==> src/design/inputMux_defs.svh <==
// Widths, CSR region codes and CSR bit positions for the input mux, included by package and RTL
`ifndef INPUTMUX_DEFS_SVH
`define INPUTMUX_DEFS_SVH

// ==================================================
// Widths
// ==================================================
`define XLEN            32 // Core data word
`define IO_WIDTH        16 // External IO port, zero-extended to XLEN (1..32)

// ==================================================
// CSR region field in the address
// ==================================================
`define CSR_REGION_MSB  29
`define CSR_REGION_LSB  27
`define REGION_MIP      5  // Machine interrupt pending
`define REGION_MIE      6  // Machine interrupt enable
`define REGION_MSTATUS  7  // Machine status
// Region codes 0..4 read the IO port

// Bit positions shared by MIP and MIE
`define BIT_SW          3
`define BIT_TIMER       7
`define BIT_EXT         11
`define BIT_MPP         12 // MSTATUS only, reads as one
`define BIT_TIMEINC     16
`define BIT_INSTRET     17

// MSTATUS interrupt enable bits
`define BIT_MIE         3
`define BIT_MPIE        7

`endif

==> src/design/inputMuxPkg.sv <==
// Shared types of the input mux, referenced as inputMuxPkg::name from the RTL and testbench
`include "inputMux_defs.svh"

package inputMuxPkg;

    // ==================================================
    // Bus address
    // ==================================================

    // Address split around the CSR region field
    typedef struct packed {
        logic [`XLEN-1:`CSR_REGION_MSB+1]           top;    // Unused by the decode
        logic [`CSR_REGION_MSB:`CSR_REGION_LSB]     region; // Selects MIP/MIE/MSTATUS or IO
        logic [`CSR_REGION_LSB-1:0]                 offset; // Word offset in region
    } busAddrFields;

    // Same word seen two ways
    // raw view feeds the right shift in the output stage,
    // fields view feeds the CSR region decode
    typedef union packed {
        logic [`XLEN-1:0] raw;      // Whole address word
        busAddrFields     fields;   // Decoded view
    } busAddr;

    // ==================================================
    // Interrupt state from the CSR block
    // ==================================================
    typedef struct packed {
        // MSTATUS
        logic mie;          // Global machine interrupt enable
        logic mpie;         // Previous value of mie
        // MIE enables
        logic extEn;        // External
        logic instretEn;    // Retired instruction
        logic swEn;         // Software
        logic timerEn;      // Timer compare
        logic timeIncEn;    // Time increment
        // MIP pending
        logic instretPend;
        logic swPend;
        logic timerPend;
        logic timeIncPend;
        logic extPend;
        logic sparePend;    // Reserved, driven low at the top level
    } irqBits;

endpackage

==> src/design/csrReadDecode.sv <==
// CSR region decode: builds the MIP, MIE and MSTATUS read words and acknowledges CSR strobes
`timescale 1ns/1ps
`include "inputMux_defs.svh"

module csrReadDecode (
    input  inputMuxPkg::busAddr   adr,     // Address from core
    input  logic                  stb,     // Strobe from core
    input  logic [`IO_WIDTH-1:0]  ioData,  // External IO port
    input  inputMuxPkg::irqBits   irq,     // Interrupt state
    output logic [`XLEN-1:0]      ioWord,  // IO or CSR word to capture stage
    output logic                  sysAck   // Same-cycle acknowledge for CSR reads
);

    logic [`XLEN-1:0] ioExt;       // IO port zero-extended
    logic [`XLEN-1:0] mipWord;
    logic [`XLEN-1:0] mieWord;
    logic [`XLEN-1:0] mstatusWord;
    logic             isCsr;       // Region hits a system register

    // ==================================================
    // Word composition
    // ==================================================

    // Zero-extend the IO port, also correct when IO_WIDTH equals XLEN
    always_comb begin
        ioExt = '0;
        ioExt[`IO_WIDTH-1:0] = ioData;
    end

    // Pending bits
    always_comb begin
        mipWord = '0;
        mipWord[`BIT_SW]      = irq.swPend;
        mipWord[`BIT_TIMER]   = irq.timerPend;
        mipWord[`BIT_EXT]     = irq.extPend;
        mipWord[`BIT_TIMEINC] = irq.timeIncPend;
        mipWord[`BIT_INSTRET] = irq.instretPend;
    end

    // Enable bits, same positions as MIP
    always_comb begin
        mieWord = '0;
        mieWord[`BIT_SW]      = irq.swEn;
        mieWord[`BIT_TIMER]   = irq.timerEn;
        mieWord[`BIT_EXT]     = irq.extEn;
        mieWord[`BIT_TIMEINC] = irq.timeIncEn;
        mieWord[`BIT_INSTRET] = irq.instretEn;
    end

    // Machine mode only, so MPP reads back as one
    always_comb begin
        mstatusWord = '0;
        mstatusWord[`BIT_MIE]  = irq.mie;
        mstatusWord[`BIT_MPIE] = irq.mpie;
        mstatusWord[`BIT_EXT]  = 1'b1;     // Constant one
        mstatusWord[`BIT_MPP]  = 1'b1;     // Constant one
    end

    // ==================================================
    // Region select
    // ==================================================
    always_comb begin
        isCsr  = 1'b1;
        ioWord = ioExt;
        case (adr.fields.region)
            `REGION_MIP:     ioWord = mipWord;
            `REGION_MIE:     ioWord = mieWord;
            `REGION_MSTATUS: ioWord = mstatusWord;
            default: begin
                isCsr  = 1'b0;             // Plain IO read
                ioWord = ioExt;
            end
        endcase
    end

    // No wait states on system registers
    assign sysAck = stb & isCsr;

endmodule

==> src/design/readCapture.sv <==
// Read capture stage: picks IO/CSR, MUL/DIV or SRAM data and registers it while the core runs
`timescale 1ns/1ps
`include "inputMux_defs.svh"

module readCapture (
    input  logic             clk,
    input  logic             reset,
    input  logic             coreRunning,   // Capture enable
    input  logic             stb,           // IO/CSR access in progress
    input  logic             clrM,          // Together with ceM flags a MUL/DIV read
    input  logic             ceM,
    input  logic [`XLEN-1:0] ioWord,        // From CSR decode
    input  logic [`XLEN-1:0] sramData,      // SRAM read word
    input  logic [`XLEN-1:0] mulDivResult,  // MUL/DIV result register
    output logic [`XLEN-1:0] capWord        // Captured read data
);

    logic             readM;    // MUL/DIV result requested
    logic [`XLEN-1:0] selWord;  // Word to capture

    // ==================================================
    // Source select
    // ==================================================

    assign readM = clrM & ceM;

    // MUL/DIV wins over a pending strobe
    // IO data may be nonzero while idle, so a real mux is kept here
    always_comb begin
        if (readM) begin
            selWord = mulDivResult;
        end else if (stb) begin
            selWord = ioWord;      // IO port or system register
        end else begin
            selWord = sramData;    // Default source
        end
    end

    // ==================================================
    // Capture register
    // ==================================================

    // Holds while the core is stopped
    always_ff @(posedge clk) begin
        if (reset) begin
            capWord <= '0;
        end else if (coreRunning) begin
            capWord <= selWord;
        end
    end

endmodule

==> src/design/operandBlend.sv <==
// Output stage: blends block-RAM data with the captured word and the right-shifted address
`timescale 1ns/1ps
`include "inputMux_defs.svh"

module operandBlend (
    input  logic                 clk,
    input  logic                 reset,
    input  logic                 coreRunning,
    input  logic                 sa00,         // Main select from microcode, pipelined
    input  logic                 qAck,         // Qualified bus acknowledge
    input  logic                 sramAck,      // SRAM acknowledge
    input  logic [`XLEN-1:0]     ebrData,      // Block-RAM word, also the blend mask
    input  logic [`XLEN-1:0]     capWord,      // Captured read data
    input  inputMuxPkg::busAddr  adr,          // Address for the shift path
    input  logic                 sraMsb,       // Bit shifted in at the top
    output logic [`XLEN-1:0]     di            // Data into the core
);

    logic             passEbr;  // Block-RAM word goes straight through
    logic [`XLEN-1:0] shAdr;    // Address shifted right by one

    // ==================================================
    // Pass-through flag
    // ==================================================

    // Set only on an idle cycle of a running core
    always_ff @(posedge clk) begin
        if (reset) begin
            passEbr <= 1'b0;
        end else begin
            passEbr <= coreRunning & ~(sa00 | qAck | sramAck);
        end
    end

    // ==================================================
    // Blend
    // ==================================================

    assign shAdr = {sraMsb, adr.raw[`XLEN-1:1]};  // Arithmetic or logic shift, caller decides

    // Per bit: ebrData one picks capWord, zero picks shifted address
    always_comb begin
        if (passEbr) begin
            di = ebrData;
        end else begin
            di = (ebrData & capWord) | (~ebrData & shAdr);
        end
    end

endmodule

==> src/design/inputMux.sv <==
// Input mux top level: CSR decode, read capture and output blend for the core's read path
`timescale 1ns/1ps
`include "inputMux_defs.svh"

module inputMux (
    input  logic                 clk,
    input  logic                 reset,
    input  logic                 coreRunning,   // Registers update only while running
    input  logic [`XLEN-1:0]     ebrData,       // Internal block-RAM word
    input  logic [`IO_WIDTH-1:0] ioData,        // External IO port
    input  logic [`XLEN-1:0]     sramData,      // SRAM read word
    input  inputMuxPkg::busAddr  adr,           // Bus address from core
    input  logic                 sraMsb,        // Top bit for the shifted address
    input  logic                 sa00,          // Main select, pipelined
    input  logic                 stb,           // Strobe from core
    input  logic                 sramAck,       // SRAM acknowledge
    input  logic                 qAck,          // Qualified acknowledge
    input  inputMuxPkg::irqBits  irq,           // Interrupt state for CSR reads
    input  logic [`XLEN-1:0]     mulDivResult,  // MUL/DIV result register
    input  logic                 clrM,          // MUL/DIV read qualifiers
    input  logic                 ceM,
    output logic                 sysAck,        // CSR acknowledge
    output logic [`XLEN-1:0]     di             // Data into the core
);

    inputMuxPkg::irqBits irqTied;   // Interrupt bits with the spare forced low
    logic [`XLEN-1:0]    ioWord;    // Decode to capture
    logic [`XLEN-1:0]    capWord;   // Capture to blend

    // Spare pending bit has no CSR position yet
    always_comb begin
        irqTied           = irq;
        irqTied.sparePend = 1'b0;
    end

    // ==================================================
    // Stages
    // ==================================================

    // IO port and system registers
    csrReadDecode csrReadDecode_i (
        .adr    (adr),
        .stb    (stb),
        .ioData (ioData),
        .irq    (irqTied),
        .ioWord (ioWord),
        .sysAck (sysAck)
    );

    // Source select and capture register
    readCapture readCapture_i (
        .clk          (clk),
        .reset        (reset),
        .coreRunning  (coreRunning),
        .stb          (stb),
        .clrM         (clrM),
        .ceM          (ceM),
        .ioWord       (ioWord),
        .sramData     (sramData),
        .mulDivResult (mulDivResult),
        .capWord      (capWord)
    );

    // Final blend toward the core
    operandBlend operandBlend_i (
        .clk         (clk),
        .reset       (reset),
        .coreRunning (coreRunning),
        .sa00        (sa00),
        .qAck        (qAck),
        .sramAck     (sramAck),
        .ebrData     (ebrData),
        .capWord     (capWord),
        .adr         (adr),
        .sraMsb      (sraMsb),
        .di          (di)
    );

endmodule

==> config.mk <==
export PLATFORM = sky130hd
export DESIGN_NAME = inputMux
export DESIGN_NICKNAME = d
export VERILOG_FILES = /design/src/design/inputMuxPkg.sv /design/src/design/csrReadDecode.sv /design/src/design/readCapture.sv /design/src/design/operandBlend.sv /design/src/design/inputMux.sv
export VERILOG_INCLUDE_DIRS = /design/src /design/src/design
export SDC_FILE = /design/constraint.sdc
export NUM_CORES = 1
export LEC_CHECK = 0
export BUFFER_PORTS_ARGS = -buffer_cell sky130_fd_sc_hd__buf_4
export CORE_ASPECT_RATIO = 1.75
export CORE_MARGIN = 3
export CORE_UTILIZATION = 40
export DETAILED_ROUTE_END_ITERATION = 10
export HOLD_SLACK_MARGIN = 0.12
export MAX_ROUTING_LAYER = met4
export PLACE_DENSITY = 0.82
export SKIP_CTS_REPAIR_TIMING = 1
export SLEW_MARGIN = 25
export SYNTH_ARGS = -nofsm -noshare
export SYNTH_HDL_FRONTEND = slang
export SYNTH_SLANG_ARGS = --single-unit
==> constraint.sdc <==
create_clock -name clk -period 1.39 [get_ports clk]
set_clock_uncertainty 0.15 [all_clocks]
set_input_delay 0.0695 -clock clk [delete_from_list [all_inputs] [get_ports clk]]
set_output_delay 0.0695 -clock clk [all_outputs]
set_load 0.05 [all_outputs]
==> reports/qor.yml <==
min_path_type: "in2reg"
ys_warn_count: 0
cp-start-kind: "input pin"
power_leakage_nw: 2.34
fillers: 277
dp_hpwl_um: 8090
drv_slew: 0
synth.area.top_cells: "dfxtp_1 (27%), o21ai_0 (14%), nor2_1 (8.0%)"
die-area_sq_um: 7240
wirelength_um: 14600
die_y_um: 110
period_share_pct: 122
crit_required_ps: 1380
drtIter0Drc: 510
ys_seq_area_share_pct: 26.5
period_minus_slack_ps: 1700
cts_tree: "yes"
rows: 37
cp-end-kind: "register"
worst_slew_pin_slew_ps: 474
cts_root_buf: "clkbuf_8"
seqCellArea_sq_um: 664
netlist_area_sq_um: 2490
via_per_inst: 6.08
final_antenna_net_count: 0
grtUsageTotal_pct: 27.0
clk_latency_ps: 280
tns_ps: -6460
area_growth_pct: 116
port_buffers: 197
core_sq_um: 5970
grt_pass1_vias: 3169
clock.fmax_mhz: 588
cts_inserted_buffers: 5
critPathMaxFanout: 8
hold_viol_final: 0
synth_top_area_share_pct: 26.5
rsz0062_at_grt: "yes"
ys_ff_latch: 33
setup_viol: 46
syn_avg_cell_area_sq_um: 7.52
drive_above_1_share_pct: 52.7
drc: 0
grt_pass1_wl_um: 14900
violations: "negative setup slack"
synth_fp_nets: 498
max_slew_margin_pct: 68.3
clk_pin_slew_ps: 70
critPathKind: "in2reg"
irDropWorstVdd_mv: 0.775
boundaryPins: 200
layout.nets: 743
routed-via-count: 3990
grt_max_degree: 65
clockBufferDepth: 2
grt.overflow.total: 0
critPathArrivalTime_ps: 1700
synthCells: 331
multi_input_comb_area_sq_um: 2070
final_critical_path_setup_slack_ps: -311
start_util_pct: 41.7
dpl_worst_slack_ps: 18.5
cts_sinks: 33
routedWlPerCell_um: 22.3
cts_max_level: 2
antenna_found_initial: 1
synth-edff-count: 0
power.density_nw_per_um2: 714
die_width_um: 65.6
synth-async-reset-ratio_pct: 0
cap_viol_max_count: 0
synth_largest_area_cell: "dfxtp_1"
status: "finished, violations left"
globalplace.congestion: 0.871
synth_ff_type: "dfxtp_1"
netlist_top_cells_count: "o21ai_0 (69), nor2_1 (53), dfxtp_1 (33)"
synth_most_common_cell: "o21ai_0"
dr.pass1.iters: 5
ys_types: 39
metal layers:
layer	part of all wire [%]	routed length (um)	GRT usage, %
met1	32	4630	27.3
met2	54	7830	49.7
met3	7.3	1070	4.16
met4	7.4	1080	13.1
met5	0	0	-
registers in the layout (all words and copies together) (netlist names):
| name | flops |
|---|---|
| operandBlend_i.passEbr | 1 |
| readCapture_i.capWord | 32 |
where the power goes:
group / leakage [nW] / internal (mW) / switching (mW)
sequential: 0.274 / 1.01 / 0.0629
combinational: 2.01 / 0.868 / 0.928
clock: 0.0585 / 0.585 / 0.371
per-stage QoR:
stage	util (%)	cell area [sq um]	hold slack [ps]	power, mW	std cells
floorplan	-	2810	72.1	1.90	331
global placement	73.7	4400	170	2.52	589
detailed placement	73.7	4400	173	2.55	589
CTS	75.6	4520	-126	3.49	597
global route	89.9	5370	129	3.95	656
finish	89.9	5370	97.9	3.83	656
placed cells by master, fill, tap and decap left out, drive strengths merged:
| master | n |
|---|---|
| clkbuf | 9 |
| nor2 | 53 |
| and2 | 2 |
| or4 | 1 |
| o2111ai | 1 |
| nand2b | 31 |
| and2b | 1 |
| inv | 4 |
| o31ai | 5 |
| a22o | 2 |
| a31o | 1 |
| mux2i | 2 |
| a221oi | 15 |
| o21ai | 70 |
| nor3 | 1 |
| nand2 | 4 |
| a211oi | 14 |
| dfxtp | 33 |
| a21oi | 21 |
| and3 | 14 |
| clkinv | 1 |
| nand3b | 1 |
| diode | 1 |
| nor2b | 1 |
| a31oi | 5 |
| bufinv | 1 |
| buf | 212 |
| a311oi | 1 |
| a2111oi | 12 |
| dlygate4sd3 | 55 |
| nand3 | 3 |
| or2b | 1 |
path summary, 6_finish.rpt:
kind	startpoint	to	slack, ps	depth (start not counted)
worst max-delay path	coreRunning	readCapture_i.capWord[9]	-310	4
worst max register to register	readCapture_i.capWord[9]	readCapture_i.capWord[9]	210	2
worst min register to register	readCapture_i.capWord[29]	readCapture_i.capWord[29]	340	2
worst min-delay path	irq[6]	readCapture_i.capWord[16]	100	4
logic make-up after synthesis:
kind of cell,after synthesis,share of synthesized area (%)
AOI/OAI and AO/OA,147,42.2
buffers and inverters,36,7.59
DFF,33,26.5
muxes,2,0.804
and+or+nand+nor,113,22.9
critical path, stage by stage:
cell and delay, ps:
buf_4 160, dlygate4sd3_1 830, nor2_1 140, a2111oi_2 490
final cells by class:
type / count / share of cell area, %
antenna: 1 / 0.0466
clock buffer: 7 / 1.61
clock inverter: 1 / 0.560
inverter: 5 / 0.350
multi-input combinational: 262 / 38.5
sequential: 33 / 12.4
tap: 78 / 1.82
timing repair buffer: 269 / 44.7
Note: power is estimated with default switching activity, not from simulation.
